[src/exe_pkg.sv]
`default_nettype none

package exe_pkg;

    typedef enum logic [5:0] {
        OP_AND = 6'd0,
        OP_OR,
        OP_NOR,
        OP_XOR,
        OP_ADD,
        OP_ADDU,
        OP_SUB,
        OP_SUBU,
        OP_SLT,
        OP_SLTU,
        OP_SLL,
        OP_SLLV,
        OP_SRL,
        OP_SRLV,
        OP_SRA,
        OP_SRAV,
        OP_LUI,
        OP_PASS,
        OP_CLO,
        OP_CLZ,
        OP_SC,
        OP_TEQ,
        OP_TNE,
        OP_TGE,
        OP_TGEU,
        OP_TLT,
        OP_TLTU,
        OP_MULT,
        OP_MULTU,
        OP_MADD,
        OP_MADDU,
        OP_MSUB,
        OP_MSUBU,
        OP_DIV,
        OP_DIVU,
        OP_MTHI,
        OP_MTLO
    } alu_op_e;

    typedef struct packed {
        logic        valid;
        alu_op_e     op;
        logic [31:0] src_a;
        logic [31:0] src_b;
        logic [4:0]  sa;     // immediate shift amount
        logic        llbit;
        logic [2:0]  spare;  // keep zero
    } exe_req_t;

    typedef struct packed {
        logic        valid;
        alu_op_e     op;
        logic [63:0] result;
        logic        overflow;
        logic        trap;
    } exe_resp_t;

    typedef struct packed {
        logic [31:0] hi;
        logic [31:0] lo;
    } hilo_t;

    function automatic logic is_long(alu_op_e op);
        return op inside {OP_MULT, OP_MULTU, OP_MADD, OP_MADDU,
                          OP_MSUB, OP_MSUBU, OP_DIV, OP_DIVU};
    endfunction

    function automatic logic writes_hilo(alu_op_e op);
        return is_long(op) || (op inside {OP_MTHI, OP_MTLO});
    endfunction

endpackage

`default_nettype wire

[src/alu_logic.sv]
`timescale 1ns/1ps
`default_nettype none

module alu_logic import exe_pkg::*; (
    input  alu_op_e     op,
    input  logic [31:0] src_a,
    input  logic [31:0] src_b,
    input  logic [4:0]  sa,
    input  logic        llbit,
    output logic [31:0] result,
    output logic        overflow,
    output logic        trap
);

    logic        sub_mode;
    logic [31:0] b_eff;
    logic [31:0] sum;
    logic        cout;
    logic        lt_s;
    logic        lt_u;
    logic        eq;
    logic [4:0]  shamt;
    logic [31:0] cnt_src;
    logic [5:0]  lead;

    // compares and traps reuse the adder as a - b
    assign sub_mode = op inside {OP_SUB, OP_SUBU, OP_SLT, OP_SLTU, OP_TEQ, OP_TNE,
                                 OP_TGE, OP_TGEU, OP_TLT, OP_TLTU};
    assign b_eff = src_b ^ {32{sub_mode}};
    assign {cout, sum} = {1'b0, src_a} + {1'b0, b_eff} + {32'd0, sub_mode};

    assign lt_s = (src_a[31] & ~src_b[31]) | (~(src_a[31] ^ src_b[31]) & sum[31]);
    assign lt_u = ~cout; // no carry out means borrow
    assign eq   = (sum == 32'd0);

    assign shamt = (op inside {OP_SLLV, OP_SRLV, OP_SRAV}) ? src_a[4:0] : sa;

    assign cnt_src = (op == OP_CLZ) ? src_a : ~src_a;

    always_comb begin
        lead = 6'd32;
        for (int i = 0; i < 32; i++) begin
            if (cnt_src[i]) begin
                lead = 6'(31 - i); // highest set bit wins
            end
        end
    end

    always_comb begin
        case (op)
            OP_AND:                     result = src_a & src_b;
            OP_OR:                      result = src_a | src_b;
            OP_NOR:                     result = ~(src_a | src_b);
            OP_XOR:                     result = src_a ^ src_b;
            OP_ADD, OP_ADDU,
            OP_SUB, OP_SUBU:            result = sum;
            OP_SLT:                     result = {31'd0, lt_s};
            OP_SLTU:                    result = {31'd0, lt_u};
            OP_SLL, OP_SLLV:            result = src_b << shamt;
            OP_SRL, OP_SRLV:            result = src_b >> shamt;
            OP_SRA, OP_SRAV:            result = $signed(src_b) >>> shamt;
            OP_LUI:                     result = {src_b[15:0], 16'd0};
            OP_PASS:                    result = src_a;
            OP_CLO, OP_CLZ:             result = {26'd0, lead};
            OP_SC:                      result = {31'd0, llbit};
            default:                    result = 32'd0;
        endcase
    end

    // signed overflow only for the trapping add and sub
    assign overflow = (op inside {OP_ADD, OP_SUB}) &&
                      (src_a[31] == b_eff[31]) && (sum[31] != src_a[31]);

    always_comb begin
        case (op)
            OP_TEQ:  trap = eq;
            OP_TNE:  trap = ~eq;
            OP_TGE:  trap = ~lt_s;
            OP_TGEU: trap = ~lt_u;
            OP_TLT:  trap = lt_s;
            OP_TLTU: trap = lt_u;
            default: trap = 1'b0;
        endcase
    end

endmodule

`default_nettype wire

[src/div_radix2.sv]
`timescale 1ns/1ps
`default_nettype none

module div_radix2 (
    input  logic        clk,
    input  logic        arst_n,
    input  logic        start,
    input  logic        abort,
    input  logic        sign,
    input  logic [31:0] dividend,
    input  logic [31:0] divisor,
    output logic        busy,
    output logic [63:0] result
);

    logic        run_q;
    logic [5:0]  cnt_q;
    logic        last;
    logic        step_en;
    logic        fix_en;
    logic [31:0] rem_q;
    logic [31:0] quo_q;
    logic [31:0] dvs_q;
    logic        qneg_q;
    logic        rneg_q;
    logic [31:0] cur_rem;
    logic [31:0] cur_quo;
    logic [31:0] cur_dvs;
    logic [32:0] rem_sh;
    logic [32:0] diff;

    assign cur_rem = start ? 32'd0 : rem_q;
    assign cur_quo = start ? ((sign && dividend[31]) ? (~dividend + 32'd1) : dividend) : quo_q;
    assign cur_dvs = start ? ((sign && divisor[31]) ? (~divisor + 32'd1) : divisor) : dvs_q;

    // dividend bits shift in from the quotient register
    assign rem_sh = {cur_rem, cur_quo[31]};
    assign diff   = rem_sh - {1'b0, cur_dvs};

    assign last    = (cnt_q == 6'd32);    // sign fix-up cycle
    assign step_en = start | (run_q & ~last);
    assign fix_en  = run_q & last;
    assign busy    = run_q & ~last;

    always_ff @(posedge clk or negedge arst_n) begin
        if (!arst_n) begin
            run_q <= 1'b0;
            cnt_q <= 6'd0;
        end else if (abort) begin
            run_q <= 1'b0;
        end else if (start) begin
            run_q <= 1'b1;
            cnt_q <= 6'd1;
        end else if (run_q) begin
            cnt_q <= cnt_q + 6'd1;
            if (last) run_q <= 1'b0;
        end
    end

    always_ff @(posedge clk) begin
        if (step_en) begin
            rem_q <= diff[32] ? rem_sh[31:0] : diff[31:0];
            quo_q <= {cur_quo[30:0], ~diff[32]};
        end else if (fix_en) begin
            if (rneg_q) rem_q <= ~rem_q + 32'd1;
            if (qneg_q) quo_q <= ~quo_q + 32'd1;
        end
        if (start) begin
            dvs_q  <= cur_dvs;
            qneg_q <= sign & (dividend[31] ^ divisor[31]) & (|divisor); // x/0 keeps all ones
            rneg_q <= sign & dividend[31];
        end
    end

    assign result = {rem_q, quo_q};

endmodule

`default_nettype wire

[src/exe_alu.sv]
`timescale 1ns/1ps
`default_nettype none

module exe_alu import exe_pkg::*; #(
    parameter int MUL_STEP = 4
) (
    input  logic        clk,
    input  logic        arst_n,
    input  exe_req_t    req,
    input  logic        flush,
    input  hilo_t       hilo,
    output logic        stall,
    output logic        done,
    output alu_op_e     out_op,
    output logic [63:0] out_result,
    output logic        out_overflow,
    output logic        out_trap
);

    typedef enum logic [1:0] {ST_IDLE, ST_RUN, ST_FINISH} state_e;

    state_e      state_q;
    state_e      state_d;
    logic        long_req;
    logic        mul_op;
    logic        div_op;
    logic        start;
    logic        eng_busy;
    logic        mul_busy;
    logic        div_busy;
    logic [63:0] mul_product;
    logic [63:0] div_result;
    logic [31:0] logic_result;

    assign long_req = req.valid & is_long(req.op);
    assign mul_op   = req.op inside {OP_MULT, OP_MULTU, OP_MADD, OP_MADDU, OP_MSUB, OP_MSUBU};
    assign div_op   = req.op inside {OP_DIV, OP_DIVU};
    assign start    = (state_q == ST_IDLE) & long_req & ~flush;
    assign eng_busy = div_op ? div_busy : mul_busy;

    always_comb begin
        state_d = state_q;
        stall   = 1'b0;
        case (state_q)
            ST_IDLE: begin
                stall = long_req; // held until the engine is done
                if (start) state_d = ST_RUN;
            end
            ST_RUN: begin
                stall = 1'b1;
                if (flush) state_d = ST_IDLE;
                else if (!eng_busy) state_d = ST_FINISH;
            end
            default: state_d = ST_IDLE; // result is taken in finish
        endcase
    end

    always_ff @(posedge clk or negedge arst_n) begin
        if (!arst_n) state_q <= ST_IDLE;
        else state_q <= state_d;
    end

    assign done = req.valid & ~stall;

    alu_logic alu_logic_i (
        .op       (req.op),
        .src_a    (req.src_a),
        .src_b    (req.src_b),
        .sa       (req.sa),
        .llbit    (req.llbit),
        .result   (logic_result),
        .overflow (out_overflow),
        .trap     (out_trap)
    );

    mult_seq #(.MUL_STEP(MUL_STEP)) mult_seq_i (
        .clk     (clk),
        .arst_n  (arst_n),
        .start   (start & mul_op),
        .abort   (flush),
        .sign    (req.op inside {OP_MULT, OP_MADD, OP_MSUB}),
        .a       (req.src_a),
        .b       (req.src_b),
        .busy    (mul_busy),
        .product (mul_product)
    );

    div_radix2 div_radix2_i (
        .clk      (clk),
        .arst_n   (arst_n),
        .start    (start & div_op),
        .abort    (flush),
        .sign     (req.op == OP_DIV),
        .dividend (req.src_a),
        .divisor  (req.src_b),
        .busy     (div_busy),
        .result   (div_result)
    );

    always_comb begin
        case (req.op)
            OP_MULT, OP_MULTU: out_result = mul_product;
            OP_MADD, OP_MADDU: out_result = hilo + mul_product;
            OP_MSUB, OP_MSUBU: out_result = hilo - mul_product;
            OP_DIV, OP_DIVU:   out_result = div_result;
            OP_MTHI:           out_result = {req.src_a, hilo.lo};
            OP_MTLO:           out_result = {hilo.hi, req.src_a};
            default:           out_result = {32'd0, logic_result};
        endcase
    end

    assign out_op = req.op;

    a_short_no_stall: assert property (@(posedge clk) disable iff (!arst_n)
        !(req.valid && is_long(req.op)) |-> !stall);

endmodule

`default_nettype wire

[src/exe_top.sv]
`timescale 1ns/1ps
`default_nettype none

module exe_top import exe_pkg::*; #(
    parameter int MUL_STEP = 4
) (
    input  logic      clk,
    input  logic      arst_n,
    input  exe_req_t  req,
    input  logic      flush,
    output logic      stall,
    output exe_resp_t resp,
    output hilo_t     hilo
);

    logic        done;
    alu_op_e     alu_op;
    logic [63:0] alu_result;
    logic        alu_overflow;
    logic        alu_trap;

    exe_alu #(.MUL_STEP(MUL_STEP)) exe_alu_i (
        .clk          (clk),
        .arst_n       (arst_n),
        .req          (req),
        .flush        (flush),
        .hilo         (hilo),
        .stall        (stall),
        .done         (done),
        .out_op       (alu_op),
        .out_result   (alu_result),
        .out_overflow (alu_overflow),
        .out_trap     (alu_trap)
    );

    exe_wb exe_wb_i (
        .clk         (clk),
        .arst_n      (arst_n),
        .done        (done),
        .flush       (flush),
        .in_op       (alu_op),
        .in_result   (alu_result),
        .in_overflow (alu_overflow),
        .in_trap     (alu_trap),
        .resp        (resp),
        .hilo        (hilo)
    );

endmodule

`default_nettype wire

[src/exe_wb.sv]
`timescale 1ns/1ps
`default_nettype none

module exe_wb import exe_pkg::*; (
    input  logic        clk,
    input  logic        arst_n,
    input  logic        done,
    input  logic        flush,
    input  alu_op_e     in_op,
    input  logic [63:0] in_result,
    input  logic        in_overflow,
    input  logic        in_trap,
    output exe_resp_t   resp,
    output hilo_t       hilo
);

    logic        valid_q;
    alu_op_e     op_q;
    logic [63:0] result_q;
    logic        overflow_q;
    logic        trap_q;
    logic        take;

    assign take = done & ~flush; // flushed requests leave no trace

    always_ff @(posedge clk or negedge arst_n) begin
        if (!arst_n) begin
            valid_q <= 1'b0;
            hilo    <= '0;
        end else begin
            valid_q <= take;
            if (take && writes_hilo(in_op)) hilo <= hilo_t'(in_result);
        end
    end

    always_ff @(posedge clk) begin
        if (done) begin
            op_q       <= in_op;
            result_q   <= in_result;
            overflow_q <= in_overflow;
            trap_q     <= in_trap;
        end
    end

    assign resp = '{valid: valid_q, op: op_q, result: result_q,
                    overflow: overflow_q, trap: trap_q};

    a_hilo_with_resp: assert property (@(posedge clk) disable iff (!arst_n)
        !$stable(hilo) |-> resp.valid);

endmodule

`default_nettype wire

[src/mult_seq.sv]
`timescale 1ns/1ps
`default_nettype none

module mult_seq #(
    parameter int MUL_STEP = 4
) (
    input  logic        clk,
    input  logic        arst_n,
    input  logic        start,
    input  logic        abort,
    input  logic        sign,
    input  logic [31:0] a,
    input  logic [31:0] b,
    output logic        busy,
    output logic [63:0] product
);

    localparam int STEPS = 32 / MUL_STEP;

    logic        run_q;
    logic [5:0]  cnt_q;
    logic        last;
    logic [63:0] cand_q;
    logic [31:0] plier_q;
    logic [63:0] acc_q;
    logic        neg_q;
    logic [31:0] mag_a;
    logic [31:0] mag_b;
    logic [63:0] cur_cand;
    logic [31:0] cur_plier;
    logic [63:0] next_acc;

    assign mag_a = (sign && a[31]) ? (~a + 32'd1) : a;
    assign mag_b = (sign && b[31]) ? (~b + 32'd1) : b;

    // first partial sum is taken on the start edge
    always_comb begin
        cur_cand  = start ? {32'd0, mag_a} : cand_q;
        cur_plier = start ? mag_b : plier_q;
        next_acc  = start ? 64'd0 : acc_q;
        for (int i = 0; i < MUL_STEP; i++) begin
            if (cur_plier[i]) begin
                next_acc = next_acc + (cur_cand << i);
            end
        end
    end

    assign last = (cnt_q == 6'(STEPS - 1));
    assign busy = run_q & ~last;

    always_ff @(posedge clk or negedge arst_n) begin
        if (!arst_n) begin
            run_q <= 1'b0;
            cnt_q <= 6'd0;
        end else if (abort) begin
            run_q <= 1'b0;
        end else if (start) begin
            run_q <= 1'b1;
            cnt_q <= 6'd1;
        end else if (run_q) begin
            cnt_q <= cnt_q + 6'd1;
            if (last) run_q <= 1'b0;
        end
    end

    always_ff @(posedge clk) begin
        if (start || run_q) begin
            cand_q  <= cur_cand << MUL_STEP;
            plier_q <= cur_plier >> MUL_STEP;
            acc_q   <= next_acc;
        end
        if (start) neg_q <= sign & (a[31] ^ b[31]);
    end

    assign product = neg_q ? (~acc_q + 64'd1) : acc_q; // sign applied on the magnitude

    a_no_restart: assert property (@(posedge clk) disable iff (!arst_n) start |-> !run_q);

endmodule

`default_nettype wire

[config.mk]
export PLATFORM = sky130hd
export DESIGN_NAME = exe_top
export DESIGN_NICKNAME = d
export VERILOG_FILES = /design/src/exe_pkg.sv /design/src/alu_logic.sv /design/src/div_radix2.sv /design/src/exe_alu.sv /design/src/exe_top.sv /design/src/exe_wb.sv /design/src/mult_seq.sv
export SDC_FILE = /design/constraint.sdc
export NUM_CORES = 2
export LEC_CHECK = 0
export BUFFER_PORTS_ARGS = -buffer_cell sky130_fd_sc_hd__buf_2
export CAP_MARGIN = 20
export CORE_MARGIN = 2
export CORE_UTILIZATION = 40
export CTS_BUF_LIST = sky130_fd_sc_hd__clkbuf_4 sky130_fd_sc_hd__clkbuf_8 sky130_fd_sc_hd__clkbuf_16
export DETAILED_ROUTE_END_ITERATION = 6
export MAX_ROUTING_LAYER = met4
export SLEW_MARGIN = 25
export SYNTH_ARGS = -nofsm -noshare
export SYNTH_HDL_FRONTEND = slang
export SYNTH_HIERARCHICAL = 1
export SYNTH_SLANG_ARGS = --single-unit
[constraint.sdc]
create_clock -name clk -period 25.1 [get_ports clk]
set_input_delay 3.765 -clock clk [delete_from_list [all_inputs] [get_ports clk]]
set_output_delay 3.765 -clock clk [all_outputs]
set_load 0.01 [all_outputs]
==> reports/qor.yml <==
outcome:
  status: "finished, violations left"
  violations: "design-rule violations"
placed_design:
  place_ws_ns: 4.58
  place_congestion: 1.03
  hpwlAfterDp_mm: 187
  io_buffers: 217
logic_synthesis:
  yosysTopAreaCellShare_pct: 16.8
  ys_ff_latch: 404
  synth.most_common_cell: "nand2_1"
  ys_warn_count: 6
  async_flop_share_pct: 20.0
  netlist_instances: 7266
  avgSynthCellArea_sq_um: 7.97
  synth_edf_count: 323
  synth.cell_area_sq_mm: 0.0579
  synth_area_leaders: "edfxtp_1 (17%), ha_1 (9.2%), xnor2_1 (5.7%)"
  synthTopCellsByCount: "nand2_1 (682), nor2_1 (654), a21oi_1 (579)"
  syn_nets: 7781
  ys_seq_area_share_pct: 20.3
  synth-main-ff-cell: "edfxtp_1"
  synth_area_leader_cell: "edfxtp_1"
  ys_types: 155
power:
  p_switching_mw: 1.35
  p_leak_nw: 25.1
  intPower_mw: 1.84
  seqPwrFrac_pct: 26.4
  power_mw: 3.19
  ir_drop_mv: 0.0639
  swShare_pct: 42.3
  combPwrFrac_pct: 45.8
  powerDensity_mw_per_mm2: 50.6
  clock_power_share_pct: 27.8
clock_tree:
  path_clk_slew_ns: 0.06
  clk_latency_ns: 0.69
  root_buffer: "clkbuf_16"
  cts_hold_buffers: 0
  cts_buffer_depth: 3
  cts_made_buffers: 54
  tritoncts: "done"
  cts_sinks: 404
  cts_resized: 0
  cts.htree.levels: 2
  cts_setup_buffers: 0
drt:
  num_vias: 59653
  drc: 75
  finalWirelength_mm: 248
  met3_length_mm: 25.1
  drt_iter0_drc: 7093
  wl_met1_mm: 107
  dr.pass1.iters: 7
  dr.max_layer_used: "met4"
  wire_per_inst_um: 26.8
  wl_met2_mm: 102
  vias_per_cell: 6.45
  ant_nets: 0
floorplan:
  die_w_um: 384
  die_h_um: 384
  ios: 221
  initial_core_util_pct: 40.3
  die_area_sq_mm: 0.148
  rows: 139
  fp.coreArea_sq_mm: 0.144
global_routing:
  grt-ovfl-total: 0
  first_global_vias: 55013
  grt_max_degree: 185
  grt_first_pass_wirelength_mm: 362
  antenna_found_initial: 16
  grt_use_total_pct: 33.2
flow_run:
  cap_violations: 0
sta:
  worst_pin_slew_ns: 1.16
  min_period_ns: 20.15
  finalHoldViolations: 0
  period_share_pct: 80.3
  grt_setup_unrepaired: "false"
  max_freq_mhz: 49.6
  fin_ws_ns: 4.95
  fin_skew_ns: 0.0454
  tns_ns: 0
  slew_violations: 0
  slew_headroom_pct: 21.3
  finalSetupViolations: 0
worst_setup_path:
  crit_path_end_kind: "flop"
  critPathRequiredTime_ns: 25.52
  crit_path_max_incr_delay_ns: 0.80
  reg2reg_setup_slack_ns: 9.33
  path_common_cell: "a21oi_1"
  rr_startpoint: "exe_alu_i/state_q[1]"
  cp_max_fo: 79
  arrival_ns: 20.58
  slowest_stage: "or4b_2"
  reg2reg_depth: 55
  critPathLaunchType: "primary input"
  critPathKind: "primary input to flop"
  r2r-end: "exe_alu_i/mult_seq_i/acc_q[63]"
min_path:
  hold_path_depth: 1
  hold_path_class: "flop to flop"
  hold_start: "exe_alu_i/state_q[1]"
  holdPathEnd: "exe_alu_i/state_q[1]"
cells_and_area:
  synthToLayoutAreaGrowth_pct: 8.79
  final_layout_size_suffix_gt1_share_pct: 11.4
  n_fill_cell: 14483
  nets: 7801
power by group through the flow:
stage                     Combinational [mW]  Sequential [mW]  Clock (mW)
after floorplan                         1.00            0.832           0
after global placement                  1.41            0.850           0
after global routing                    1.58            0.843       0.922
after detailed placement                1.42            0.851           0
final                                   1.46            0.842       0.886
after CTS                               1.43            0.837       0.897
cells by family after synthesis:
| logic type | share of synthesized area (%) |
|---|---|
| buffers and inverters | 4.77 |
| adders and majority gates | 9.61 |
| other | 0.00648 |
| DFF | 20.3 |
| and+or+nand+nor | 21.2 |
| AOI/OAI and AO/OA | 27.6 |
| xor gates and xnor gates | 9.69 |
| muxes | 6.94 |
per-layer routing:
layer  global-route usage, %  vias to the layer above
met5                       -                        -
met2                    47.8                     2971
met3                    6.41                      558
met1                    44.6                    28659
met4                    15.0                        0
li1                        -                    27465
per-stage QoR:
step / hold slack [ns] / std cells / util [%] / cell area [sq um]
global route: 0.526 / 9237 / 43.8 / 63000
CTS: 0.490 / 9235 / 43.8 / 62900
finish: 0.488 / 9242 / 43.8 / 63000
floorplan: 0.446 / 7266 / - / 57900
global placement: 0.467 / 9133 / 42.4 / 60900
detailed placement: 0.481 / 9133 / 42.4 / 60900
cell usage in the layout (no fill, tap or decap), drive strengths merged, types with 256 or more instances in the layout:
cell	netlist	final
nand2	683	683
nor2	657	657
a21oi	582	582
o21ai	522	522
ha	426	426
xnor2	381	381
buf	106	347
edfxtp	323	323
inv	280	290
xor2	256	256
critical path, delay by kind of cell:
kind                     cells  cell delay, ns
AO/OA/AOI/OAI               33            8.99
AND/OR/NAND/NOR             12            3.07
buffers and inverters        4            1.73
adder cells (fa/ha/maj)      4            1.54
XOR/XNOR                     6            1.05
multiplexers                 1            0.29
worst max path at each step:
| stage | from | endpoint | slack (ns) | depth (start not counted) |
|---|---|---|---|---|
| 2_1_floorplan | req[76] | exe_alu_i/mult_seq_i/acc_q[61] | 6.10 | 72 |
| 3_3_place_gp | req[78] | exe_alu_i/mult_seq_i/acc_q[63] | 4.57 | 62 |
| 3_5_place_dp | req[78] | exe_alu_i/mult_seq_i/acc_q[63] | 4.58 | 62 |
| 4_1_cts | req[78] | exe_alu_i/mult_seq_i/acc_q[63] | 5.27 | 62 |
| 5_1_grt | req[78] | exe_alu_i/mult_seq_i/acc_q[63] | 3.99 | 62 |
| 6_report | req[78] | exe_alu_i/mult_seq_i/acc_q[63] | 4.95 | 60 |
state kept, by name (all words and copies together) (netlist names), named ones only:
| register | flops |
|---|---|
| exe_wb_i/hilo | 64 |
| exe_wb_i/result_q | 64 |
| exe_alu_i/mult_seq_i/acc_q | 63 |
| exe_alu_i/mult_seq_i/cand_q | 60 |
| exe_alu_i/div_radix2_i/dvs_q | 32 |
| exe_alu_i/div_radix2_i/quo_q | 32 |
| exe_alu_i/div_radix2_i/rem_q | 32 |
| exe_alu_i/mult_seq_i/plier_q | 28 |
| exe_alu_i/div_radix2_i/cnt_q | 6 |
| exe_alu_i/mult_seq_i/cnt_q | 6 |
| exe_wb_i/op_q | 6 |
| exe_alu_i/state_q | 2 |
| exe_alu_i/div_radix2_i/qneg_q | 1 |
| exe_alu_i/div_radix2_i/rneg_q | 1 |
| exe_alu_i/div_radix2_i/run_q | 1 |
| exe_alu_i/mult_seq_i/neg_q | 1 |
| exe_alu_i/mult_seq_i/run_q | 1 |
| exe_wb_i/overflow_q | 1 |
| exe_wb_i/trap_q | 1 |
| exe_wb_i/valid_q | 1 |
layout make-up:
cell class	count	area [sq um]	area share [%]
repair buffers	347	2090	3.33
clock inverters	42	566	0.898
well taps	1903	2380	3.78
inverters	283	1060	1.69
clock buffers	60	1460	2.31
multi-input cells	6196	43700	69.4
diodes	7	17.5	0.0278
flip-flops and latches	404	11700	18.6
(Power assumes the default switching activity.)
